<file path="src/hw/vec_core_pkg.sv">
package vec_core_pkg;

    localparam int XLEN     = 32;   // scalar side
    localparam int NUM_VREG = 32;

    // sizes used when the top level is not overridden
    localparam int DEF_VLEN       = 256;
    localparam int DEF_DATA_WIDTH = 64;

    typedef logic [XLEN-1:0] xlen_t;

    // element width, same code as vsew
    typedef enum logic [1:0] {
        SEW8  = 2'd0,
        SEW16 = 2'd1,
        SEW32 = 2'd2,
        SEW64 = 2'd3
    } sew_t;

endpackage

</file>
<file path="src/hw/vec_isa_pkg.sv">
package vec_isa_pkg;

    // major opcodes handled by the unit
    typedef enum logic [6:0] {
        OP_STORE = 7'h27,   // unit-stride store only
        OP_VEC   = 7'h57    // arithmetic and vsetvli
    } major_op_t;

    // operand form, funct3 of OP-V
    typedef enum logic [2:0] {
        OPIVV = 3'h0,
        OPIVI = 3'h3,
        OPIVX = 3'h4,
        OPCFG = 3'h7
    } vfunct3_t;

    typedef enum logic [5:0] {
        F_VADD = 6'b000000,
        F_VSUB = 6'b000010,   // vs2 minus the first operand
        F_VAND = 6'b001001,
        F_VOR  = 6'b001010,
        F_VXOR = 6'b001011
    } vfunct6_t;

    typedef logic [4:0] vreg_addr_t;

    // field positions in the 32-bit instruction word
    localparam int OPC_LSB   = 0;
    localparam int VD_LSB    = 7;    // vd, or vs3 of a store
    localparam int F3_LSB    = 12;
    localparam int RS1_LSB   = 15;   // rs1, vs1 or simm5
    localparam int VS2_LSB   = 20;
    localparam int F6_LSB    = 26;
    localparam int VTYPE_LSB = 20;   // zimm of vsetvli
    localparam int VTYPE_W   = 11;

endpackage
</file>
<file path="src/hw/vec_alu.sv">
module vec_alu
    import vec_isa_pkg::*;
    import vec_core_pkg::*;
#(
    parameter int  VLEN       = DEF_VLEN,
    parameter int  DATA_WIDTH = DEF_DATA_WIDTH,
    localparam int NUM_BEATS  = VLEN / DATA_WIDTH,
    localparam int BEAT_W     = (NUM_BEATS > 1) ? $clog2(NUM_BEATS) : 1,
    localparam int DW_B       = DATA_WIDTH / 8
) (
    input  logic                  clk,
    input  logic                  rst_n,
    input  logic                  valid,
    input  vfunct6_t              op,
    input  vfunct3_t              form,
    input  sew_t                  sew,
    input  xlen_t                 scalar,
    input  logic [4:0]            imm,
    input  vreg_addr_t            vd,
    input  logic [BEAT_W-1:0]     beat,
    input  logic [DW_B-1:0]       be,
    input  logic [DATA_WIDTH-1:0] src_a,
    input  logic [DATA_WIDTH-1:0] src_b,
    output logic                  wr_en,
    output vreg_addr_t            wr_addr,
    output logic [BEAT_W-1:0]     wr_beat,
    output logic [DW_B-1:0]       wr_be,
    output logic [DATA_WIDTH-1:0] wr_data
);

    logic [63:0]           splat_src;   // one element, sign-extended to 64 bits
    logic [2:0]            esz_m1;
    logic [2:0]            lane_base;
    logic [2:0]            byte_pos [DW_B];
    logic [DATA_WIDTH-1:0] opa;
    logic [DATA_WIDTH-1:0] sum;
    logic [DATA_WIDTH-1:0] result;
    logic                  is_sub;
    logic                  carry_out;
    logic                  carry_q;   // carry into the next beat of a wide element

    assign is_sub    = (op == F_VSUB);
    assign esz_m1    = 3'((4'd1 << sew) - 4'd1);
    assign lane_base = 3'(beat * DW_B);   // nonzero only when a beat is narrower than 64 bits
    assign splat_src = (form == OPIVI) ? {{59{imm[4]}}, imm}
                                       : {{(64 - XLEN){scalar[XLEN-1]}}, scalar};

    always_comb begin
        for (int b = 0; b < DW_B; b++) begin
            byte_pos[b] = (lane_base + 3'(b)) & esz_m1;   // byte index inside its element
            if (form == OPIVV)
                opa[8*b +: 8] = src_a[8*b +: 8];
            else
                opa[8*b +: 8] = splat_src[8*byte_pos[b] +: 8];
        end
    end

    // byte-serial add, carry restarts at each element
    always_comb begin : add_chain
        logic [7:0] a_byte;
        logic [8:0] sum9;
        logic       carry;
        carry = carry_q;
        for (int b = 0; b < DW_B; b++) begin
            if (byte_pos[b] == 3'd0)
                carry = is_sub;
            a_byte        = is_sub ? ~opa[8*b +: 8] : opa[8*b +: 8];
            sum9          = {1'b0, src_b[8*b +: 8]} + {1'b0, a_byte} + {8'd0, carry};
            sum[8*b +: 8] = sum9[7:0];
            carry         = sum9[8];
        end
        carry_out = carry;
    end

    always_comb begin
        case (op)
            F_VAND:  result = src_b & opa;
            F_VOR:   result = src_b | opa;
            F_VXOR:  result = src_b ^ opa;
            default: result = sum;   // add and sub
        endcase
    end

    always_ff @(posedge clk) begin
        if (!rst_n)
            wr_en <= 1'b0;
        else
            wr_en <= valid;
    end

    always_ff @(posedge clk) begin
        wr_addr <= vd;
        wr_beat <= beat;
        wr_be   <= be;
        wr_data <= result;
        if (valid)
            carry_q <= carry_out;
    end

endmodule

</file>
<file path="config.mk">
export PLATFORM = sky130hd
export DESIGN_NAME = vec_alu
export DESIGN_NICKNAME = d
export VERILOG_FILES = /design/src/hw/vec_core_pkg.sv /design/src/hw/vec_isa_pkg.sv /design/src/hw/vec_alu.sv
export SDC_FILE = /design/constraint.sdc
export NUM_CORES = 1
export LEC_CHECK = 0
export ABC_AREA = 1
export BUFFER_PORTS_ARGS = -buffer_cell sky130_fd_sc_hd__buf_2
export CAP_MARGIN = 10
export CELL_PAD_IN_SITES_DETAIL_PLACEMENT = 0
export CELL_PAD_IN_SITES_GLOBAL_PLACEMENT = 1
export CORE_AREA = 2 2 141 212
export CTS_CLUSTER_DIAMETER = 100
export DETAILED_ROUTE_END_ITERATION = 16
export DIE_AREA = 0 0 143 214
export GPL_TIMING_DRIVEN = 1
export PLACE_DENSITY = 0.84
export SYNTH_ARGS = -nofsm -noshare
export SYNTH_HDL_FRONTEND = slang
export SYNTH_SLANG_ARGS = --single-unit
</file>
<file path="constraint.sdc">
create_clock -name clk -period 19.58 [get_ports clk]
set_clock_uncertainty 0.2 [all_clocks]
set_input_delay 3.916 -clock clk [delete_from_list [all_inputs] [get_ports clk]]
set_output_delay 3.916 -clock clk [all_outputs]
set_load 0.01 [all_outputs]
</file>
-- Word-level counts from Yosys, hierarchy flattened
Cells that the tools add are included.
- flip-flop bits (word level): 80
- output and inout port bits: 80
- word-level logic and storage cells: 79
- $add $sub $neg: 17
- eq/ne operators: 5
- shift operators: 8
- mux-type cells: 25
- bitwise gates (word level): 11
- reductions and logical operators: 8
- operators by type and width (cell ; count):
    $shiftx 64x7->8 ; 4
    $pmux 64 s3 ; 1
    $mux 8 ; 16
    $shiftx 64x6->8 ; 2
    $and 64x64->64 ; 1
    $mux 64 ; 1
    $not 8->8 ; 8
    $or 64x64->64 ; 1
    $shiftx 64x5->8 ; 1
    $xor 64x64->64 ; 1
    $add 8x8->9 ; 7
    $add 9x1->9 ; 7
    $logic_not 3->1 ; 8
    $eq 6x4->1 const B ; 3
    $add 8x1->8 ; 1
    $add 8x8->8 ; 1
    $mux 1 ; 7
    $eq 6x2->1 const B ; 1
    $eq 3x2->1 const B ; 1
    $shl 1x2->3 const A ; 1
    $sub 3x1->3 const B ; 1

-- Longest topological paths before layout
- depth after elaboration: 22
- mapped depth: 92

-- Least setup slack after synthesis
Ideal clock, no wire load.
- kind: input port to flip-flop
- start: in op[5]
- end: reg wr_data[62]
- setup time: 127 ps
- arrival: 16369 ps
- data required time: 19253 ps
- slack: 2883 ps
- stages: 87
- buffers on the path: 1
- cells stage by stage: nor2_1 -> nand4_1 -> inv_2 -> buf_1 -> xor2_1 -> ha_1 -> nand2_1 -> o21ai_0 -> nand2_1 -> nand2_1 -> a21oi_1 -> nor2_1 -> o21ai_0 -> nand2_1 -> nand2_1 -> fa_1 -> fa_1 -> o21ai_0 -> [51 not listed] -> o21ai_0 -> nand2_1 -> nand2_1 -> a21oi_1 -> nor2_1 -> o21ai_0 -> nand2_1 -> nand2_1 -> inv_1 -> fa_1 -> fa_1 -> nand3_1 -> nand3_1 -> nand2_1 -> nand2_1 -> a21oi_1 -> xor2_1 -> o21ai_1
- word-level cells in the longest chain between the ends: 19
- RTL lines (what ; RTL line ; source):
    start, declared ; vec_alu.sv:14 ; input vfunct6_t op,
    $eq 6x2->1 ; vec_alu.sv:42 ; assign is_sub = (op == F_VSUB);
    $mux 8 ; vec_alu.sv:67 ; a_byte = is_sub ? ~opa[8*b +: 8] : opa[8*b +: 8];
    $add 8x8->9 ; vec_alu.sv:68 ; sum9 = {1'b0, src_b[8*b +: 8]} + {1'b0, a_byte} + {8'd0, carry};
    $add 9x1->9 ; vec_alu.sv:68 ;
    $mux 1 ; vec_alu.sv:65 ; if (byte_pos[b] == 3'd0)
    $add 9x1->9 ; vec_alu.sv:68 ;
    $mux 1 ; vec_alu.sv:65 ;
    $add 9x1->9 ; vec_alu.sv:68 ;
    [4 not listed] ; -- ;
    $mux 1 ; vec_alu.sv:65 ;
    $add 9x1->9 ; vec_alu.sv:68 ;
    $mux 1 ; vec_alu.sv:65 ;
    $add 9x1->9 ; vec_alu.sv:68 ;
    $mux 1 ; vec_alu.sv:65 ;
    $add 8x1->8 ; vec_alu.sv:68 ;
    $pmux 64 s3 * ; vec_alu.sv:76 ; case (op)
    named net result[62] ; vec_alu.sv:37 ; logic [DATA_WIDTH-1:0] result;
    end signal, assigned ; vec_alu.sv:95 ; wr_data <= result;
    end, declared ; vec_alu.sv:28 ; output logic [DATA_WIDTH-1:0] wr_data
The timed path passes the listed nets; every way through them passes the cells marked *.
A chain may end at the register's enable or synchronous reset.

-- Worst setup path after layout
- start: in form[0]
- end: reg wr_data[62]
- word-level cells in the longest chain between the ends: 22
- RTL lines (what ; RTL line ; source):
    start, declared ; vec_alu.sv:15 ; input vfunct3_t form,
    $eq 3x2->1 ; vec_alu.sv:45 ; assign splat_src = (form == OPIVI) ? {{59{imm[4]}}, imm}
    $mux 64 ; vec_alu.sv:45 ;
    $mux 8 ; vec_alu.sv:51 ; if (form == OPIVV)
    $not 8->8 ; vec_alu.sv:67 ;
    $mux 8 ; vec_alu.sv:67 ;
    $add 8x8->9 ; vec_alu.sv:68 ;
    $add 9x1->9 ; vec_alu.sv:68 ;
    $mux 1 ; vec_alu.sv:65 ;
    [7 not listed] ; -- ;
    $mux 1 ; vec_alu.sv:65 ;
    $add 9x1->9 ; vec_alu.sv:68 ;
    $mux 1 ; vec_alu.sv:65 ;
    $add 9x1->9 ; vec_alu.sv:68 ;
    $mux 1 ; vec_alu.sv:65 ;
    $add 8x1->8 ; vec_alu.sv:68 ;
    $pmux 64 s3 * ; vec_alu.sv:76 ;
    named net result[62] ; vec_alu.sv:37 ;
Marked as above.

==> results list <==
* Run status: finished clean
- First-iteration detailed-routing DRC count: 547
* Boundary pin count: 274
- Along the worst path, the maximum fanout reaches 27.
- The synthesized design contains 0 enable-type register cells.
* Area added between synthesis and finish: 20.7%
- STA puts the critical path data required time at 19610 ps.
- Total CTS buffers: 9
- Number of antenna violations at the first check in global routing: 13
- Once detail routing completed, the nets flagged for antenna violations numbered 0.
- Cell type contributing the most total cell area after synthesis: ha_1
* Net Sw Frac: 0.404
* Placed inst area: 11600 sq um
- Max-slew violation total from the final report: 0
- The floorplan step set the die height to 214 um.
- STA classifies the critical path endpoint as a flip-flop.
- Across the run, the number of max-cap violations was 0.
* Number of clock sinks seen by CTS: 80
- Delay of the slowest critical-path stage: 460 ps
- For this design the total switching power over the nets is 0.322 mW.
- Counting every instance in the synthesized netlist gives 1393.
- Clk root buf: clkbuf_16
- Clock network fraction of design power: 0.247
- The core region is 28600 sq um.
- Post-route non-filler standard cell count: 2042
- Post-detailed-route wirelength per cell: 17.5 um
- The number of failing hold endpoints at the final stage is 0.
* Area share of the leading cell type in the synthesized netlist: 0.230
- Synthesis inferred 80 register bits.
* Area of the die: 30600 sq um
* Kind of path behind the tightest hold check: in2reg
- Post-CTS timing repair inserted 0 buffers for setup.
- Share of layout cells above drive strength 1: 0.246
- TritonCTS built the clock tree.
* Worst ir drop on vdd: 0.0000370 V
- Vias in the first global route: 9983
* Final std cell area, no fill: 12000 sq um
* Share of flip-flops with an asynchronous set or reset: 0
- Gates resized during post-CTS repair numbered 0.
- Share of the core filled with cells: 0.419
- The share of total power dissipated in combinational logic is 0.476.
- In this run the static leakage power is 6.73 nW.
* Worst hold margin: 3440 ps
* Synth Warn #: 0
- Post-Synthesis Cell Area: 9940 sq um
* Largest net degree at the start of global routing: 66
- Main area contributors after synthesis: ha_1 (23%), dfxtp_1 (16%), nand2_1 (11%)
* Total via count in the routed design: 10300
- The routed design has 35.8 mm of wire.
- Dividing the synthesized area by the synthesized cell count gives 7.14 sq um.
- Sequential cell fraction of total power: 0.277
- In the finished design, the share of the clock period the worst path needs comes to 0.923.
- Nets: 2027
- Once placement completed, the tool counted placed cells totaling 2014.
- Crit Path Category: in2reg
- Summed over all failing endpoints, the final setup total negative slack is 0 ps.
* Leading cell type by number of instances after synthesis: nand2_1
* HPWL after detailed placement: 28.2 mm
- The floorplan has 76 rows.
- Startpoint class of the critical path: primary input
* Maximum clock rate: 55.3 MHz
- Top flip-flop cell by instance count after synthesis: dfxtp_1
- Routability-driven placement finished with a final weighted congestion of 0.887.
* Relative slew slack: 0.382
- In the global route stage, overall resource usage came out at 0.231.
* Critical-path cell with the highest stage delay: fa_1
- Cell Int Power: 0.475 mW
- Drt pass-1 iters: 5
- For this configuration, the core starts out at a cell density of 0.347.
- Setup repair after global routing left no endpoint under its margin.
- Data on the critical path arrives at its endpoint at 18110 ps.
* CTS hold repair buffers: 0
- Most used cell, CP: nand2_1
- In the routed layout, each cell is associated on average with a via count of 5.03.
* CTS clock-pin slew for the worst setup and hold paths: 70 ps
- Tightest Pin Transition: 927 ps
* Number of levels the H-tree was split into: 3
- Count of final setup violators: 0
- The first global-routing pass estimated 53.7 mm of wire.
- After detailed routing, the number of remaining DRC violations is 0.
- Die X-Extent: 143 um
- The number of nets in the synthesized netlist is 1785.
- Power per cell area: 66.4 nW/um^2
- Synth cell count leaders: nand2_1 (288), inv_1 (208), ha_1 (183)
- The clock passes through at most 2 buffers.
- Of the synthesized area, sequential elements account for 0.161.
- Quantity of I/O buffers inserted on ports: 273
- Summed over all layers, the global routing overflow is 0.
- Number of distinct library cells after synthesis: 51
* Minimum period implied by the final worst setup slack: 18070 ps
-- critical path, delay by kind of cell --
kind	cells	cell delay, ps
AOI/OAI and AO/OA	27	3520
and+or+nand+nor	41	3690
xor gates and xnor gates	2	330
adders and majority gates	15	6080
buffers and inverters	6	560
-- cell type report --
| cell class | instances | area, sq um |
|---|---|---|
| repair buffers | 284 | 1450 |
| inverters | 220 | 826 |
| fillers | 2995 | 16600 |
| clock inverters | 7 | 109 |
| clock buffers | 9 | 225 |
| flip-flops and latches | 80 | 1600 |
| diodes | 12 | 30.0 |
| multi-input cells | 1040 | 7270 |
| well taps | 390 | 488 |
-- through the flow --
stage / total power, mW / setup slack [ps]
after floorplan: 0.462 / 2880
after global placement: 0.597 / 1130
final: 0.797 / 1510
after global routing: 0.858 / 43.3
after detailed placement: 0.602 / 901
after CTS: 0.807 / 1230
-- final timing paths --
kind / from / to / cells after the start
max: form[0] / wr_data[62] / 91
min: vd[1] / wr_addr[1] / 1
-- power groups by stage --
stage               logic [mW]  clock network [mW]  registers (mW)
finish                   0.379               0.197           0.221
global route             0.425               0.208           0.225
CTS                      0.380               0.205           0.222
detailed placement       0.377                   0           0.225
global placement         0.373                   0           0.224
floorplan                0.213                   0           0.249
-- layout by cell type, fill, tap and decap left out, types with 15 or more instances in the layout --
cell type / Yosys / layout
o21ai_0: 86 / 82
nand3_1: 42 / 42
inv_1: 208 / 207
xor2_1: 69 / 69
dfxtp_1: 80 / 80
fa_1: 15 / 15
buf_2: 22 / 273
a221oi_1: 42 / 42
o21ai_2: 27 / 27
or2_2: 20 / 20
a21oi_1: 45 / 45
nand2_1: 288 / 287
ha_1: 183 / 183
o21ai_1: 20 / 24
nor2_1: 99 / 99
-- kinds of logic (layout without fill, tap and decap cells) --
group / Yosys count / after routing / synth area share
simple gates: 488 / 488 / 0.208
compound gates: 274 / 274 / 0.189
buf+inv: 273 / 520 / 0.110
fa+ha+maj: 198 / 198 / 0.260
xor+xnor: 80 / 80 / 0.0712
flops: 80 / 80 / 0.161
other cells: 0 / 12 / 0
-- flip-flops by register name, summed over array words and instances, names as in the netlist --
name / cells
wr_addr: 5
wr_be: 8
wr_data: 64
wr_en: 1
wr_beat: 2
-- per-layer routing --
metal / routed length [um] / up-vias / global-route usage
met5: 22 / - / 0
met1: 14200 / 4774 / 0.273
met4: 1940 / 4 / 0.142
met2: 17300 / 366 / 0.384
met3: 2250 / 80 / 0.0402
li1: - / 5040 / -
Power figures use the tool's default switching activity.
