--- config.mk ---
export PLATFORM = sky130hd
export DESIGN_NAME = vec_ctrl
export DESIGN_NICKNAME = d
export VERILOG_FILES = /design/src/hw/vec_core_pkg.sv /design/src/hw/vec_isa_pkg.sv /design/src/hw/vec_ctrl.sv
export SDC_FILE = /design/constraint.sdc
export NUM_CORES = 1
export LEC_CHECK = 0
export BUFFER_PORTS_ARGS = -buffer_cell sky130_fd_sc_hd__buf_2
export CORE_MARGIN = 2
export CORE_UTILIZATION = 47
export CTS_BUF_LIST = sky130_fd_sc_hd__clkbuf_8
export CTS_CLUSTER_DIAMETER = 150
export DETAILED_ROUTE_END_ITERATION = 6
export HOLD_SLACK_MARGIN = 0.05
export PLACE_DENSITY_LB_ADDON = 0.1
export SLEW_MARGIN = 40
export SYNTH_ARGS = -nofsm -noshare
export SYNTH_HDL_FRONTEND = slang
export SYNTH_SLANG_ARGS = --single-unit
--- constraint.sdc ---
create_clock -name clk -period 3.2 [get_ports clk]
set_input_delay 0.32 -clock clk [delete_from_list [all_inputs] [get_ports clk]]
set_output_delay 0.32 -clock clk [all_outputs]
set_load 0.1 [all_outputs]
--- src/hw/vec_core_pkg.sv ---
package vec_core_pkg;

    localparam int XLEN     = 32;   // scalar side
    localparam int NUM_VREG = 32;

    // sizes used when the top level is not overridden
    localparam int DEF_VLEN       = 256;
    localparam int DEF_DATA_WIDTH = 64;

    typedef logic [XLEN-1:0] xlen_t;

    // element width, same code as vsew
    typedef enum logic [1:0] {
        SEW8  = 2'd0,
        SEW16 = 2'd1,
        SEW32 = 2'd2,
        SEW64 = 2'd3
    } sew_t;

endpackage

--- src/hw/vec_isa_pkg.sv ---
package vec_isa_pkg;

    // major opcodes handled by the unit
    typedef enum logic [6:0] {
        OP_STORE = 7'h27,   // unit-stride store only
        OP_VEC   = 7'h57    // arithmetic and vsetvli
    } major_op_t;

    // operand form, funct3 of OP-V
    typedef enum logic [2:0] {
        OPIVV = 3'h0,
        OPIVI = 3'h3,
        OPIVX = 3'h4,
        OPCFG = 3'h7
    } vfunct3_t;

    typedef enum logic [5:0] {
        F_VADD = 6'b000000,
        F_VSUB = 6'b000010,   // vs2 minus the first operand
        F_VAND = 6'b001001,
        F_VOR  = 6'b001010,
        F_VXOR = 6'b001011
    } vfunct6_t;

    typedef logic [4:0] vreg_addr_t;

    // field positions in the 32-bit instruction word
    localparam int OPC_LSB   = 0;
    localparam int VD_LSB    = 7;    // vd, or vs3 of a store
    localparam int F3_LSB    = 12;
    localparam int RS1_LSB   = 15;   // rs1, vs1 or simm5
    localparam int VS2_LSB   = 20;
    localparam int F6_LSB    = 26;
    localparam int VTYPE_LSB = 20;   // zimm of vsetvli
    localparam int VTYPE_W   = 11;

endpackage
--- src/hw/vec_ctrl.sv ---
module vec_ctrl
    import vec_isa_pkg::*;
    import vec_core_pkg::*;
#(
    parameter int  VLEN       = DEF_VLEN,
    parameter int  DATA_WIDTH = DEF_DATA_WIDTH,
    localparam int NUM_BEATS  = VLEN / DATA_WIDTH,
    localparam int BEAT_W     = (NUM_BEATS > 1) ? $clog2(NUM_BEATS) : 1,
    localparam int CNT_W      = $clog2(NUM_BEATS) + 1,
    localparam int DW_B       = DATA_WIDTH / 8,
    localparam int DWB_W      = $clog2(DW_B),
    localparam int VL_W       = $clog2(VLEN / 8) + 1
) (
    input  logic               clk,
    input  logic               rst_n,
    input  logic [31:0]        insn,
    input  logic               insn_valid,
    input  xlen_t              scalar_in,
    input  logic [VL_W-1:0]    vl,
    input  sew_t               sew,
    input  logic [DW_B-1:0]    beat_be,
    output logic               proc_rdy,
    output logic               cfg_en,
    output logic [VTYPE_W-1:0] cfg_vtype,
    output xlen_t              cfg_avl,
    output logic               cfg_rs1_zero,
    output vreg_addr_t         rd_addr_1,
    output vreg_addr_t         rd_addr_2,
    output logic [BEAT_W-1:0]  rd_beat,
    output logic [BEAT_W-1:0]  beat_idx,
    output logic               alu_valid,
    output vfunct6_t           alu_op,
    output vfunct3_t           alu_form,
    output xlen_t              alu_scalar,
    output logic [4:0]         alu_imm,
    output vreg_addr_t         alu_vd,
    output logic [DW_B-1:0]    alu_be,
    output logic               scalar_valid,
    output logic               mem_valid,
    output xlen_t              mem_addr,
    output logic [DW_B-1:0]    mem_be
);

    typedef enum logic [1:0] {
        ST_IDLE,
        ST_ISSUE,   // one register read per cycle
        ST_DRAIN    // results still behind the last read
    } state_t;

    state_t            state;
    logic [31:0]       insn_q;
    xlen_t             scalar_q;
    logic [CNT_W-1:0]  beats_left;
    logic [BEAT_W-1:0] issue_beat;
    logic              drain_more;
    major_op_t         opcode;
    vfunct3_t          form;
    vreg_addr_t        vd_f;
    vreg_addr_t        rs1_f;
    logic              is_cfg;
    logic              is_alu;
    logic              is_store;
    logic              issuing;
    logic [VL_W-1:0]   vl_bytes;
    logic [CNT_W-1:0]  n_beats;

    assign opcode = major_op_t'(insn_q[OPC_LSB +: 7]);
    assign form   = vfunct3_t'(insn_q[F3_LSB +: 3]);
    assign vd_f   = insn_q[VD_LSB +: 5];
    assign rs1_f  = insn_q[RS1_LSB +: 5];

    always_comb begin
        is_cfg   = 1'b0;
        is_alu   = 1'b0;
        is_store = 1'b0;
        case (opcode)
            OP_STORE: is_store = 1'b1;
            OP_VEC: begin
                case (form)
                    OPIVV, OPIVI, OPIVX: is_alu = 1'b1;
                    OPCFG:               is_cfg = 1'b1;
                    default: ;
                endcase
            end
            default: ;   // anything else retires without effect
        endcase
    end

    // beats for the current vl, never fewer than one
    assign vl_bytes = vl << sew;
    always_comb begin
        n_beats = CNT_W'((vl_bytes + DW_B - 1) >> DWB_W);
        if (n_beats == '0)
            n_beats = CNT_W'(1);
    end

    assign proc_rdy = (state == ST_IDLE);
    assign issuing  = (state == ST_ISSUE) && (is_alu || is_store);

    always_ff @(posedge clk) begin
        if (!rst_n) begin
            state      <= ST_IDLE;
            insn_q     <= '0;
            beats_left <= '0;
            issue_beat <= '0;
            drain_more <= 1'b0;
        end else begin
            case (state)
                ST_IDLE: begin
                    if (insn_valid) begin
                        state      <= ST_ISSUE;
                        insn_q     <= insn;
                        beats_left <= n_beats;
                        issue_beat <= '0;
                    end
                end
                ST_ISSUE: begin
                    beats_left <= beats_left - 1'b1;
                    issue_beat <= issue_beat + 1'b1;
                    if (!issuing) begin
                        state      <= is_cfg ? ST_DRAIN : ST_IDLE;   // vsetvli waits for scalar_valid
                        drain_more <= 1'b0;
                    end else if (beats_left == CNT_W'(1)) begin
                        state      <= ST_DRAIN;
                        drain_more <= is_alu;   // writeback is one stage behind store data
                    end
                end
                ST_DRAIN: begin
                    drain_more <= 1'b0;
                    if (!drain_more)
                        state <= ST_IDLE;
                end
                default: state <= ST_IDLE;
            endcase
        end
    end

    always_ff @(posedge clk) begin
        if (proc_rdy && insn_valid)
            scalar_q <= scalar_in;
    end

    assign cfg_en       = (state == ST_ISSUE) && is_cfg;
    assign cfg_vtype    = insn_q[VTYPE_LSB +: VTYPE_W];
    assign cfg_avl      = scalar_q;
    assign cfg_rs1_zero = (rs1_f == '0);
    assign rd_addr_1    = is_store ? vd_f : rs1_f;   // vs3 for stores
    assign rd_addr_2    = insn_q[VS2_LSB +: 5];
    assign rd_beat      = issue_beat;
    assign alu_op       = vfunct6_t'(insn_q[F6_LSB +: 6]);
    assign alu_form     = form;
    assign alu_scalar   = scalar_q;
    assign alu_imm      = rs1_f;
    assign alu_be       = alu_valid ? beat_be : '0;
    assign mem_be       = mem_valid ? beat_be : '0;

    always_ff @(posedge clk) begin
        if (!rst_n) begin
            alu_valid    <= 1'b0;
            mem_valid    <= 1'b0;
            scalar_valid <= 1'b0;
        end else begin
            alu_valid    <= issuing && is_alu;
            mem_valid    <= issuing && is_store;
            scalar_valid <= cfg_en;   // vl is updated at the same edge
        end
    end

    // one cycle behind the read address, lined up with the read data
    always_ff @(posedge clk) begin
        beat_idx <= issue_beat;
        alu_vd   <= vd_f;
        mem_addr <= scalar_q + (xlen_t'(issue_beat) << DWB_W);
    end

endmodule

* Word-level counts from Yosys, hierarchy flattened
Index checks and enable logic that the tools add are counted.
Storage, ports and cells: register bits after elaboration 114, input bits 83, output and inout port bits 162, logic and storage cells 68
Cells by class: add/sub/neg operators 5, equal/unequal tests 11, shift operators 1, multiplexer cells 22, reduce and logical (&&, ||, !) cells 17
Operators by type and width (number):
- adder 32 x 5 -> 32 bit | 1
- 2-to-1 mux 8 bit | 2
- 2-to-1 mux 2 bit | 6
- == test 7 x 6 -> 1 bit, second input constant | 1
- == test 7 bit, second input constant | 1
- 2-to-1 mux 1 bit | 7
- adder 6 x 4 -> 6 bit, second input constant | 1
- == test 3 bit, second input constant | 2
- zero test 3 bit | 2
- 2-to-1 mux 3 bit | 2
- case mux 2 bit (3 select lines) | 1
- case mux 3 bit (2 select lines) | 1
- AND reduction 2 bit | 3
- left shift 6 x 2 -> 6 bit | 1
- subtractor 6 x 1 -> 6 bit, second input constant | 1
- logical AND 1 bit | 5
- zero test 5 bit | 1
- 2-to-1 mux 5 bit | 1
- inequality test 2 bit, second input constant | 2
- case mux 2 bit (2 select lines) | 1
- nonzero test 2 bit | 2
- == test 3 x 1 -> 1 bit, second input constant | 1
- == test 3 x 2 -> 1 bit, second input constant | 1
- inequality test 3 x 2 -> 1 bit, second input constant | 1
- other kinds (9) | 9

* Logic depth before layout (Yosys ltp)
depth after elaboration 8, depth in mapped cells 9

* Least setup slack after synthesis
OpenSTA, ideal clock, no wires.
path type register -> register, from register state[0], to register scalar_q[0] (netlist: alu_scalar[0]) (enable), library setup time 0.409 ns, data arrival time 2.704 ns, path slack 0.087 ns, stages on the path, launching flop included 6, buffers on the path 1, period minus slack after synthesis 3.113 ns, cells stage by stage dfxtp_1 inv_1 ha_1 nand2_2 inv_2 clkbuf_1
Between the ends: longest elaborated chain between the ends 2
Ends and longest elaborated chain:
- from (decl) | RTL line vec_ctrl.sv:50 | state_t state;
- from (signal assigned) | RTL line vec_ctrl.sv:121 | state <= is_cfg ? ST_DRAIN : ST_IDLE;
- zero test 2 bit | RTL line vec_ctrl.sv:97 | assign proc_rdy = (state == ST_IDLE);
- net proc_rdy | RTL line vec_ctrl.sv:22 | output logic proc_rdy,
- logical AND 1 bit | RTL line vec_ctrl.sv:139 | if (proc_rdy && insn_valid)
- to (signal assigned) | RTL line vec_ctrl.sv:140 | scalar_q <= scalar_in;
- to (decl) | RTL line vec_ctrl.sv:52 | xlen_t scalar_q;
The timed path passes the listed nets, and every way through them passes these cells. A chain may end at the register's enable or synchronous reset.

* Final worst setup path
from register state[1], to output port cfg_en
Between the ends: longest elaborated chain between the ends 2
Ends and longest elaborated chain:
- == test 2 x 1 -> 1 bit | RTL line vec_ctrl.sv:143 | assign cfg_en = (state == ST_ISSUE) && is_cfg;
- logical AND 1 bit | RTL line vec_ctrl.sv:143
- to (decl) | RTL line vec_ctrl.sv:23 | output logic cfg_en,
No other way between the ends.

==> metrics <==
Final Setup Violations=0; Worst R2R Start=rd_beat[0]$_SDFFE_PN0P_; global-route wire length before repair=16.5 mm; f_max=0.367 GHz; initial core utilization=between 40% and 50%; Area growth, synth to finish=26.7%; Net Count, Synth=about 560; slew margin rel.=56.2%; Mapped Avg Cell Area=10.5 µm²; critical path arrival=2400 ps; H-tree Lvls=4; vias=~3,700; Tot Pwr=0.00433 W; status=finished, final reports clean; Bufs on Longest Clock Path=2; Remaining DRCs=0; FF-to-FF End=mem_addr[27]$_DFF_P_; GPL Wtd Cong=0.792; CTS Root Cell=clkbuf_8; post-synthesis sequential area ratio=52.8%; Worst Reg-to-Reg Cells=8; final wirelength=10.5 mm; Post-synth EDFFs=32; Die Width=about 110 µm; reg-to-reg slack, setup=880 ps; row cnt=37; Hold Vio Cnt, Final=0; async set-or-reset flop fraction in the synthesized netlist=0%; actual slew at the worst max-slew pin=657 ps; leakage=2.93 nW; gr usage total=18.5%; max-slew violations=0; top cell type's share of synthesized area=33.3%; full die area=approximately 11,000 µm²; vias in the first global route=3,441; Synth Flop Type=dfxtp_1; yosys warns=0; IO buf count=244; diode count=0; Hold Slack=81.6 ps; CP endpoint kind=primary output; #FFs+latches synth=between 100 and 150; TritonCTS clock tree=yes; skew final=9.20 ps; hold path start=scalar_in[12]; initial antenna violation count=0; Max IR drop VDD=approximately 0.42 mV; Worst Hold Class=input pin to flip-flop; MaxCap Viol Count=0; Hold EP=alu_scalar[12]$_DFFE_PP_; Netlist Area Pre-Place=4920 µm²; Crit path required time=2880 ps; P per Cell Area=695 nW/µm²; grt total ovfl=0; Worst-path clk slew=70 ps; Post-Route Setup TNS=0 ps; chip height=around 110 µm; largest cells by area after synthesis=dfxtp_1 33%, edfxtp_1 20%, buf_4 9.6%; Pre-antenna DRT Iters=7; share of layout cells above drive strength 1=43.6%; Yosys top cell by area=dfxtp_1; drt via density=around 4.6; total CTS buffers=17; Final #Nets=752; Final Critical Period=2720 ps; critical path class=flip-flop to primary output; initial drt markers=139; clock tree sinks=114; element type at the critical path start=flip-flop; wire per inst=13.0 µm; Post-DP HPWL=7.77 mm; setup repair after global routing missed its margin=no; Final period util=85.1%; Yosys cell types=51; maximum fanout along the worst path=13; hold path depth=1; Mapped Cells=471; core box area=between 10,000 and 15,000 µm²; post-CTS setup buffer count=0; largest net degree at the start of global routing=44; I/O Pins=~250; Clock Latency Late Sink=slightly above 400 ps; DRT antenna net count=0
logic make-up after synthesis:
logic type | after synthesis | synth area share [%]
XOR/XNOR | 30 | 5.34
multiplexers | 12 | 2.82
flip-flops | 114 | 52.8
adder cells (fa/ha/maj) | 8 | 2.18
AND/OR/NAND/NOR | 160 | 16.7
buffers and inverters | 90 | 11.8
AO/OA/AOI/OAI | 57 | 8.31
cells in the final DEF, fill, tap and decap left out, drive strengths merged, types with 2 or more instances in the layout:
master,n
nand4b,2
o21ai,6
mux2i,6
nand2,82
and3,6
buf,246
xor2,10
nand3,9
o31ai,3
a22oi,2
clkinv,5
nor3b,2
inv,18
xnor2,20
ha,7
nand2b,3
and4,5
clkbuf,17
dfxtp,82
a21oi,7
a21boi,33
nor2b,7
nor2,12
clkinvlp,2
edfxtp,32
bufinv,4
nor3,5
and2,20
mux2,5
nand4,3
worst max-delay path by stage:
stage,startpoint,to,slack [ps],cells past startpoint
3_3_place_gp,rd_beat[0]$_SDFFE_PN0P_,mem_addr[27]$_DFF_P_,910,8
6_report,state[1]$_SDFFE_PN0P_,cfg_en,480,6
2_1_floorplan,state[0]$_SDFFE_PN0P_,alu_scalar[0]$_DFFE_PP_,90,5
3_5_place_dp,rd_beat[0]$_SDFFE_PN0P_,mem_addr[27]$_DFF_P_,850,8
5_1_grt,state[1]$_SDFFE_PN0P_,cfg_en,260,6
4_1_cts,state[1]$_SDFFE_PN0P_,cfg_en,440,6
per-stage QoR:
stage               util [%]  cells  worst slack (ps)  area [µm²]
floorplan                  -    471              87.3        4920
global placement        56.7    777               907        5800
CTS                     61.0    810               441        6240
finish                  61.0    810               476        6240
global route            61.0    810               262        6240
detailed placement      56.7    777               847        5800
Yosys cell counts, types with 2 or more instances:
cell and count:
ha_1 7, a21boi_0 33, nand2b_1 3, nor3_1 2
o31ai_1 2, mux2i_1 6, xnor2_1 20, nand4_1 3
nor2b_1 7, and4_1 4, nand3_1 7, buf_1 3
nor3_2 2, clkbuf_1 9, buf_4 63, and2_1 20
a21oi_1 6, edfxtp_1 32, nand2_1 81, nor2_1 12
mux2_2 5, dfxtp_1 82, xor2_1 10, a22oi_1 2
nand4b_1 2, inv_1 13, o21ai_0 6, nor3b_1 2
and3_1 5
metal layers:
layer / GRT usage [%] / part of all wire, % / routed length [µm] / vias to the layer above
met2: 31.5 / 50 / 5280 / 140
met5: 0 / 0 / 0 / -
met4: 6.20 / 0.97 / 102 / 0
met3: 6.44 / 7.8 / 825 / 10
li1: - / - / - / 1884
met1: 21.8 / 41 / 4330 / 1696
worst max-delay path: stages (launching register included):
cell     delay, ps
dfxtp_1        330
inv_1           80
ha_1           420
and4b_1        300
nor2b_1        200
and4_1         230
buf_2          440
power breakdown:
part | total (W) | switching (W) | internal, W
combinational | 0.00126 | 0.00106 | 0.000195
clock | 0.00142 | 0.000575 | 0.000843
sequential | 0.00166 | 0.0000677 | 0.00159
total | 0.00433 | 0.00171 | 0.00263
what timing repair did:
item	in CTS	in global routing
hold buffers	1	0
endpoints found under the hold margin	1	0
endpoints found under the setup margin	0	0
gates resized for setup	0	0
final cells by class:
type | count | area [µm²]
clock inverters | 15 | 191
well taps | 136 | 170
repair buffers | 247 | 1250
multi-input cells | 267 | 1740
inverters | 14 | 52.6
flip-flops and latches | 114 | 2600
fillers | 907 | 3990
clock buffers | 17 | 234
state kept, by name (all words and copies together), names as in the netlist:
signal        flops
state             2
beats_left        3
alu_scalar       32
alu_vd            5
rd_beat           2
insn_q           32
beat_idx          2
scalar_valid      1
mem_valid         1
mem_addr         32
alu_valid         1
drain_more        1
Note: power is estimated with default switching activity, not from simulation.
