**config.mk**
```make
export PLATFORM = sky130hd
export DESIGN_NAME = tail_be_gen
export DESIGN_NICKNAME = d
export VERILOG_FILES = /design/src/hw/vec_core_pkg.sv /design/src/hw/tail_be_gen.sv
export SDC_FILE = /design/constraint.sdc
export NUM_CORES = 1
export LEC_CHECK = 0
export BUFFER_PORTS_ARGS = -buffer_cell sky130_fd_sc_hd__buf_2
export CAP_MARGIN = 20
export CORE_AREA = 3 3 40 42
export DETAILED_ROUTE_END_ITERATION = 16
export DIE_AREA = 0 0 43 45
export GPL_TIMING_DRIVEN = 0
export PLACE_DENSITY = 0.66
export SLEW_MARGIN = 25
export SYNTH_ARGS = -nofsm -noshare
export SYNTH_HDL_FRONTEND = slang
export SYNTH_SLANG_ARGS = --single-unit
```
**constraint.sdc**
```tcl
create_clock -name vclk -period 2.06
set_input_delay 0.309 -clock vclk [all_inputs]
set_output_delay 0.309 -clock vclk [all_outputs]
set_load 0.005 [all_outputs]
```
**src/hw/vec_core_pkg.sv**
```systemverilog
package vec_core_pkg;

    localparam int XLEN     = 32;   // scalar side
    localparam int NUM_VREG = 32;

    // sizes used when the top level is not overridden
    localparam int DEF_VLEN       = 256;
    localparam int DEF_DATA_WIDTH = 64;

    typedef logic [XLEN-1:0] xlen_t;

    // element width, same code as vsew
    typedef enum logic [1:0] {
        SEW8  = 2'd0,
        SEW16 = 2'd1,
        SEW32 = 2'd2,
        SEW64 = 2'd3
    } sew_t;

endpackage

```
**src/hw/tail_be_gen.sv**
```systemverilog
module tail_be_gen
    import vec_core_pkg::*;
#(
    parameter int  VLEN       = DEF_VLEN,
    parameter int  DATA_WIDTH = DEF_DATA_WIDTH,
    localparam int NUM_BEATS  = VLEN / DATA_WIDTH,
    localparam int BEAT_W     = (NUM_BEATS > 1) ? $clog2(NUM_BEATS) : 1,
    localparam int DW_B       = DATA_WIDTH / 8,
    localparam int VL_W       = $clog2(VLEN / 8) + 1
) (
    input  logic [VL_W-1:0]   vl,
    input  sew_t              sew,
    input  logic [BEAT_W-1:0] beat_idx,
    output logic [DW_B-1:0]   beat_be
);

    // a byte is live when the element holding it lies below vl
    always_comb begin : be_loop
        logic [31:0] byte_addr;
        for (int b = 0; b < DW_B; b++) begin
            byte_addr  = 32'(beat_idx) * DW_B + b;   // byte offset in the register
            beat_be[b] = (byte_addr >> sew) < 32'(vl);
        end
    end

endmodule

```
* Word level (Yosys, flattened, before mapping)
Cells that the tools add are included.
W data, S select, Z words.
** Operators by class
- Add/sub/neg operators :: 7
- $mul :: 0
- Div/mod/pow operators :: 0
- Magnitude comparators :: 8
- Equality and inequality tests :: 0
- Shift-type cells :: 8
- Mux-type cells :: 0
- Bitwise logic cells :: 0
- Reductions and logical operators :: 0
** Operator list (number)
- $lt A32 B6 Y1 :: 8
- $shr A6 B2 Y32 :: 7
- $shr A5 B2 Y32 :: 1
- $add A5 B3 Y6 const B :: 4
- $add A5 B2 Y6 const B :: 2
- $add A5 B1 Y6 const B :: 1
** Word-level totals
- Register bits :: 0
- Latch bits :: 0
- RAM bits :: 0
- ROM bits :: 0
- Input port bits :: 10
- Logic and storage cells :: 23
- Memories :: 0

* Depth between registers and ports, before layout
Gate-level depths: netlist (run 1).
- Depth after elaboration :: 3
- Mapped depth :: 7

* Worst setup path after synthesis (run 1)
No wires, ideal clock.
- Path type :: in2out
- Start point :: in sew[0]
- End point :: out beat_be[4]
- Arrival time :: 1.692 ns
- Required time :: 1.751 ns
- Setup slack :: 0.059 ns
- Cell stages on the path :: 7
- Path buffers :: 0
- Cell sequence :: mux2i_1 > nand2_1 > o21a_1 > ha_1 > and2_1 > a221o_1 > a21oi_1
** Between the ends
- Word-level cells in the longest chain between the ends :: 2
** RTL lines
- start, declared :: RTL line tail_be_gen.sv:12 : input sew_t sew,
- $shr A6 B2 Y32 :: RTL line tail_be_gen.sv:22 : beat_be[b] = (byte_addr >> sew) < 32'(vl);
- $lt A32 B6 Y1 :: RTL line tail_be_gen.sv:22
- end, declared :: RTL line tail_be_gen.sv:14 : output logic [DW_B-1:0] beat_be
No other way between the ends.

* Final worst setup path (run 1)
Ends and elaborated chain as after synthesis.

==> metrics.txt, run 1 <==
first-pass GRT wire length=2.21 mm; Setup-failing EPs final=1; Leak=0.000312 uW; area leader, netlist=ha_1; TNS Setup=-0.0136 ns; PortBufs=18; Storage cell area=0 um^2; met3 WL post-DR=34 um; placed insts=99; Final nets=108; sequential share of power=0; Int Power=84.8 uW; gr usage total=0.142; Layout Cells excl Fill=103; Initial Util=0.352; worst slew pin tran=0.255 ns; Metal-1 WL=594 um; Final Hold Fails=0; WHS Endpoint=beat_be[6]; CP Capture Type=output port; Ys Warns=0; syn avg cell area=6.84 um^2; Rows=13; hold_sp=vl[5]; DR vias=537; share of the synthesized area in the top cell type=0.222; Top Ports=18; worst setup path class=primary input to output port; RSZ-0062 raised after global routing=true; initial antenna violation count=0; met2 WL=636 um; Routed Antenna Nets=0; total power after layout=165 uW; FILL cells=124; maximum vdd ir drop=0.0762 mV; DP Wirelength=911 um; Final WS setup=-0.0136 ns; Area Overhead vs Synth=57.3%; final wirelength=1.26 mm; Core Footprint=1280 um^2; fin crit period=2.07 ns; max cap viols=0; Worst setup SP type=primary input; First DRT Iteration DRCs=2; ANT cells=0; gpl congestion=0.768; Hold Path Class=primary input to output port; DRC violations left=0; number of global-route vias before repair=507; Syn Inst Count=66; top layer reached by signal wires=met3; syn_nets=84; Clk pwr share=0; status=finished, violations left; sequential element share of the synthesized area=0; power share of the combinational group=1.000; Slew HR=0.830; WHS Path Cells=4; footprint of the multi-input gates=507 um^2; switching power=80.0 uW; clock buffers=0; ratio of cells with drive above 1 in the final layout=0.443; area of the mapped netlist=452 um^2; Critical Path AT=1.76 ns; GRT Residual Overflow=0; die area=1940 um^2; CP Max Fanout=4; Via density=5.21; Routed WL per cell=12.3 um; switch share=0.485; final period utilization=1.01; Pins Over Slew Limit=0; Die Ht=45 um; Required @ worst endpoint=1.75 ns; largest net degree at the start of global routing=11; largest cells by area after synthesis=ha_1 22%, a21oi_1 7.8%, nand4b_1 7.8%, nand2b_1 6.9%, mux2i_1 6.6%; sequential cells=0; Max Clock Freq=482 MHz; failing checks=setup timing; die width=43 um; hold_buf cts=0; PwrDens=232 nW/um^2; Yosys cell types=27; 1st-pass router iterations=2
layout make-up:
class	count	area share
multi-input combinational	57	0.713
inverter	7	0.0370
buffer	2	0.0317
timing repair buffer	22	0.192
tap	15	0.0264
cells in the final DEF (no fill, tap or decap), drive strengths merged:
cell      n
and4b     1
a21oi     8
o21a      2
a31oi     1
nand3     1
nand4b    4
nand4     1
nor2      8
a21boi    1
a221o     1
a31o      1
mux2i     3
nand2b    5
a211oi    1
nor3      1
inv       7
o22ai     1
ha        8
a21o      1
nor2b     1
or3b      1
nand2     3
a211o     1
and2      1
o2111ai   1
buf      24
critical path, cell delays in order:
cell	delay, ns
buf_8	0.09
mux2i_4	0.26
nand2_2	0.08
o21a_1	0.14
ha_4	0.23
and2_4	0.13
a221o_1	0.31
a21oi_2	0.11
buf_2	0.11
cell usage after synthesis, drive strengths merged:
cell,instances
o2111ai,1
and4b,1
nand2,3
nor2,8
nand4b,4
a31oi,1
a211oi,1
or3b,1
mux2i,3
nand3,1
nor2b,1
buf,2
a21oi,8
a21boi,1
a21o,1
nand4,1
a31o,1
and2,1
o21a,2
a221o,1
a211o,1
nand2b,5
nor3,1
o22ai,1
ha,8
inv,7
cell families (layout without fill, tap and decap cells):
family	after synthesis	count (layout)	share of synthesized area
adders and majority gates	8	8	0.222
buffers and inverters	9	31	0.0803
AOI/OAI and AO/OA	19	19	0.288
muxes	3	3	0.0665
and+or+nand+nor	27	27	0.343
worst max path at each step:
| stage | start | end | slack, ns | cells after the start |
|---|---|---|---|---|
| after floorplan | sew[0] | beat_be[4] | 0.06 | 7 |
| after global placement | sew[0] | beat_be[4] | -0.31 | 9 |
| after detailed placement | sew[0] | beat_be[4] | -0.29 | 9 |
| after CTS | sew[0] | beat_be[4] | 0.008 | 9 |
| after global routing | sew[0] | beat_be[4] | -0.09 | 9 |
| final | sew[0] | beat_be[4] | -0.01 | 9 |
routing by layer:
| metal | global-route usage | up-vias |
|---|---|---|
| met3 | 0.00398 | 0 |
| met5 | 0 | - |
| met1 | 0.196 | 237 |
| met2 | 0.263 | 9 |
| met4 | 0 | 0 |
| li1 | - | 291 |
per-stage QoR:
step / hold slack, ns / worst slack (ns) / utilization / area, um^2
3_5_place_dp: 1.02 / -0.288 / 0.436 / 561
3_3_place_gp: 1.02 / -0.311 / 0.436 / 561
2_1_floorplan: 0.742 / 0.0594 / - / 452
5_1_grt: 1.07 / -0.0874 / 0.553 / 711
4_1_cts: 1.01 / 0.00784 / 0.527 / 677
6_report: 1.03 / -0.0136 / 0.553 / 711
what timing repair did:
action | 4_1_cts | 5_1_grt
buffers inserted | 4 | 0
pin swaps | 6 | 4
endpoints found under the setup margin | 8 | 7
gates resized for setup | 19 | 8
power groups by stage:
stage / registers (uW) / clock network [uW] / logic (uW)
after global routing: 0 / 0 / 186
final: 0 / 0 / 165
after global placement: 0 / 0 / 117
after detailed placement: 0 / 0 / 119
after CTS: 0 / 0 / 150
after floorplan: 0 / 0 / 78.9
Note: power is estimated with default switching activity, not from simulation.
==> run 2: changes to the inputs <==
- PLACE_DENSITY: 0.66 -> unset
- clock period: 2.06 -> 1.8 ns (I/O delays scaled with it)
==> run 2 against run 1 <==
Compared with the run above:
- the flow still finishes with violations (setup timing)
- die area unchanged
- global-route usage up 0.90 points
- combinational power up 21%
- wire length up 4.0%
- worst hold slack worse by 0.074 ns
- largest power group unchanged
- via count up 3.2%
- core utilization up 3.0 points
- design area up 5.5%
- non-clock buffer count up 1
- flip-flop and latch count unchanged
==> metrics.txt, run 2 (synthesized netlist as in run 1, its figures left out) <==
ANT cells=0; fin crit period=1.99 ns; DR vias=554; sequential cells=0; Routed WL per cell=12.6 um; CP Capture Type=output port; PwrDens=267 nW/um^2; Core Footprint=1280 um^2; Pins Over Slew Limit=0; Storage cell area=0 um^2; largest net degree at the start of global routing=11; Slew HR=0.817; Area Overhead vs Synth=65.9%; Die Ht=45 um; Max Clock Freq=503 MHz; Setup-failing EPs final=8; Required @ worst endpoint=1.53 ns; initial antenna violation count=0; WHS Path Cells=4; number of global-route vias before repair=527; PortBufs=18; Routed Antenna Nets=0; RSZ-0062 raised after global routing=true; most common cell after layout, fill and taps aside=buf_2; DRC violations left=0; worst setup path class=primary input to output port; failing checks=setup timing; worst slew pin tran=0.273 ns; max cap viols=0; Final nets=109; final wirelength=1.31 mm; hold_sp=vl[5]; Post-Layout Inst Area=749 um^2; gpl congestion=0.735; hold_buf cts=0; GRT Residual Overflow=0; gr usage total=0.151; first-pass GRT wire length=2.34 mm; Final Hold Fails=0; Leak=0.000321 uW; Hold Path Class=primary input to output port; WHS Endpoint=beat_be[6]; hold slack=0.958 ns; clock buffers=0; most frequent cells in the layout=16 x buf_2, 7 x inv_1, 5 x buf_4, 5 x nor2_1, 5 x ha_1; Worst setup SP type=primary input; status=finished, violations left; Initial Util=0.352; DP Wirelength=966 um; Final WS setup=-0.188 ns; FILL cells=113; ratio of cells with drive above 1 in the final layout=0.483; CP Max Fanout=3; maximum vdd ir drop=0.119 mV; Via density=5.33; First DRT Iteration DRCs=6; Top Ports=18; TNS Setup=-0.979 ns; Critical Path AT=1.72 ns; die area=1940 um^2; 1st-pass router iterations=3; final period utilization=1.10; die width=43 um; Rows=13; DP Area=577 um^2
[run 2: how the worst max path moves through the flow]
stage	cells after the start	startpoint	end
2_1_floorplan	7	sew[0]	beat_be[4]
3_3_place_gp	9	sew[0]	beat_be[5]
3_5_place_dp	9	sew[0]	beat_be[5]
4_1_cts	9	sew[0]	beat_be[4]
5_1_grt	9	sew[0]	beat_be[4]
6_report	9	sew[0]	beat_be[4]
[run 2: cell type report]
cell class	count	area (um^2)	share of cell area
plain buffers	2	22.5	0.0301
well taps	15	18.8	0.0250
multi-input cells	57	534	0.713
inverters	7	26.3	0.0351
repair buffers	23	148	0.197
[run 2: per-layer routing]
metal / vias to the layer above / track usage / wire (um)
met3: 2 / 0.00398 / 59
met4: 0 / 0.0241 / 24
met2: 13 / 0.275 / 608
met5: - / 0 / 0
li1: 292 / - / -
met1: 247 / 0.203 / 621
[run 2: critical path: stages]
cell,delay [ns]
buf_8,0.08
mux2i_4,0.25
nand2_1,0.10
o21a_1,0.13
ha_4,0.23
and2_4,0.13
a221o_1,0.30
a21oi_2,0.11
buf_2,0.11
[run 2: stage by stage]
step	instances	util	setup WS [ns]	power, uW
4_1_cts	104	0.561	-0.155	190
3_3_place_gp	99	0.449	-0.453	141
3_5_place_dp	99	0.449	-0.462	143
5_1_grt	104	0.583	-0.246	224
6_report	104	0.583	-0.188	200
2_1_floorplan	66	-	-0.00699	94.3
[run 2: what timing repair did]
item / CTS / global route
pin swaps: 9 / 5
gates resized for setup: 23 / 6
setup endpoints to repair: 8 / 8
cloned: 0 / 0
setup buffers: 6 / 0
[run 2: power by group]
part | internal, uW | leakage, uW | total [uW] | switching (uW)
Clock | 0 | 0 | 0 | 0
Sequential | 0 | 0 | 0 | 0
Combinational | 104 | 0.000321 | 200 | 95.9
Total | 104 | 0.000321 | 200 | 95.9
==> run 3: changes to the inputs <==
- MAX_ROUTING_LAYER: unset -> met4
- clock period: 1.8 -> 1.7 ns (I/O delays scaled with it)
==> run 3 against run 2 <==
Compared with the run above:
- the run still ends with setup timing left
- first-iteration DRC count increased by 67%
- die area unchanged
- non-clock buffer count increased by 8
- cell count increased by 7.7%
- wire length increased by 3.9%
- combinational power increased by 15%
- design area increased by 10%
- via count increased by 7.2%
- power increased by 15%
- critical path depth unchanged
- core utilization increased by 6.0 points
- largest cell class unchanged
- highest routed layer is now met3
==> metrics.txt, run 3 (synthesized netlist as in run 1, its figures left out) <==
status=finished, violations left; failing checks=setup timing; Int Power=126 uW; DP Area=589 um^2; switch share=0.454; sequential share of power=0; PortBufs=18; largest net degree at the start of global routing=11; CP Max Fanout=3; PwrDens=280 nW/um^2; max cap viols=0; fin crit period=1.95 ns; Storage cell area=0 um^2; crit path from=sew[0]; gr usage total=0.161; switching power=105 uW; most frequent cells in the layout=15 x buf_2, 13 x buf_4, 7 x inv_1; ratio of cells with drive above 1 in the final layout=0.546; Hold Path Class=primary input to output port; Leak=0.000362 uW; Final nets=117; Area Overhead vs Synth=83.1%; Clk pwr share=0; CP Capture Type=output port; RSZ-0062 raised after global routing=true; 1st-pass router iterations=4; Max Clock Freq=513 MHz; Critical Path AT=1.69 ns; clock buffers=0; Pins Over Slew Limit=0; Core Footprint=1280 um^2; first-pass GRT wire length=2.44 mm; Final WS setup=-0.250 ns; sequential cells=0; DP Wirelength=945 um; Initial Util=0.352; Top Ports=18; Worst setup SP type=primary input; die width=43 um; Routed Antenna Nets=0; Setup-failing EPs final=8; ANT cells=0; hold_sp=vl[0]; number of global-route vias before repair=568; worst slew pin tran=0.278 ns; post-layout util=0.644; DR vias=594; Via density=5.30; FILL cells=112; most common cell after layout, fill and taps aside=buf_2; Slew HR=0.814; die area=1940 um^2; final wirelength=1.37 mm; Final Hold Fails=0; final period utilization=1.15; Die Ht=45 um; worst setup path class=primary input to output port; Rows=13; maximum vdd ir drop=0.131 mV; GRT Residual Overflow=0; Routed WL per cell=12.2 um; First DRT Iteration DRCs=10; Post-Layout Inst Area=827 um^2; power share of the combinational group=1.000; gpl congestion=0.738; Required @ worst endpoint=1.44 ns; initial antenna violation count=0; DRC violations left=0
==> run 3: cell count changes in the layout (fill, tap and decap cells not counted), sizes merged <==
cell and change:
buf +8
==> run 3: timing repair <==
| item | 4_1_cts | 5_1_grt |
|---|---|---|
| gates cloned | 1 | 0 |
| buffers inserted | 11 | 2 |
| endpoints found under the setup margin | 8 | 8 |
| pin swaps | 16 | 6 |
| hold buffers | 0 | 0 |
| resized for setup | 26 | 2 |
==> run 3: final timing paths <==
kind              depth (start not counted)    endpoint  slack, ns
setup / recovery                          9  beat_be[4]      -0.25
hold / removal                            4  beat_be[5]       0.92
==> run 3: layout make-up <==
cell class	count	area (um^2)	share of cell area
multi-input combinational	57	549	0.664
inverter	7	26.3	0.0318
timing repair buffer	31	214	0.259
buffer	2	18.8	0.0227
tap	15	18.8	0.0227
==> run 3: power by group through the flow <==
stage | registers (uW) | logic, uW | clock network [uW]
6_report | 0 | 231 | 0
5_1_grt | 0 | 259 | 0
3_3_place_gp | 0 | 152 | 0
2_1_floorplan | 0 | 103 | 0
4_1_cts | 0 | 222 | 0
3_5_place_dp | 0 | 154 | 0
==> run 3: metal layers <==
layer,wire length (um),share of wire,up-vias,GRT usage
met3,51,0.037,0,0
li1,-,-,310,-
met1,641,0.47,272,0.200
met4,0,0,0,0
met2,672,0.49,12,0.311
met5,0,0,-,-
==> run 3: critical path: stages <==
cell,delay [ns]
buf_8,0.08
mux2i_4,0.24
nand2_1,0.10
o21a_1,0.14
ha_4,0.23
and2_4,0.13
a221o_1,0.30
a21oi_2,0.11
buf_2,0.12
==> run 3: stage by stage <==
step	TNS, ns	instances	hold WS, ns	worst slack, ns	power, uW
6_report	-1.30	112	0.918	-0.250	231
2_1_floorplan	-0.0770	66	0.638	-0.0770	103
3_5_place_dp	-3.05	99	0.921	-0.505	154
4_1_cts	-1.25	110	0.932	-0.235	222
5_1_grt	-1.97	112	0.966	-0.329	259
3_3_place_gp	-2.86	99	0.915	-0.491	152
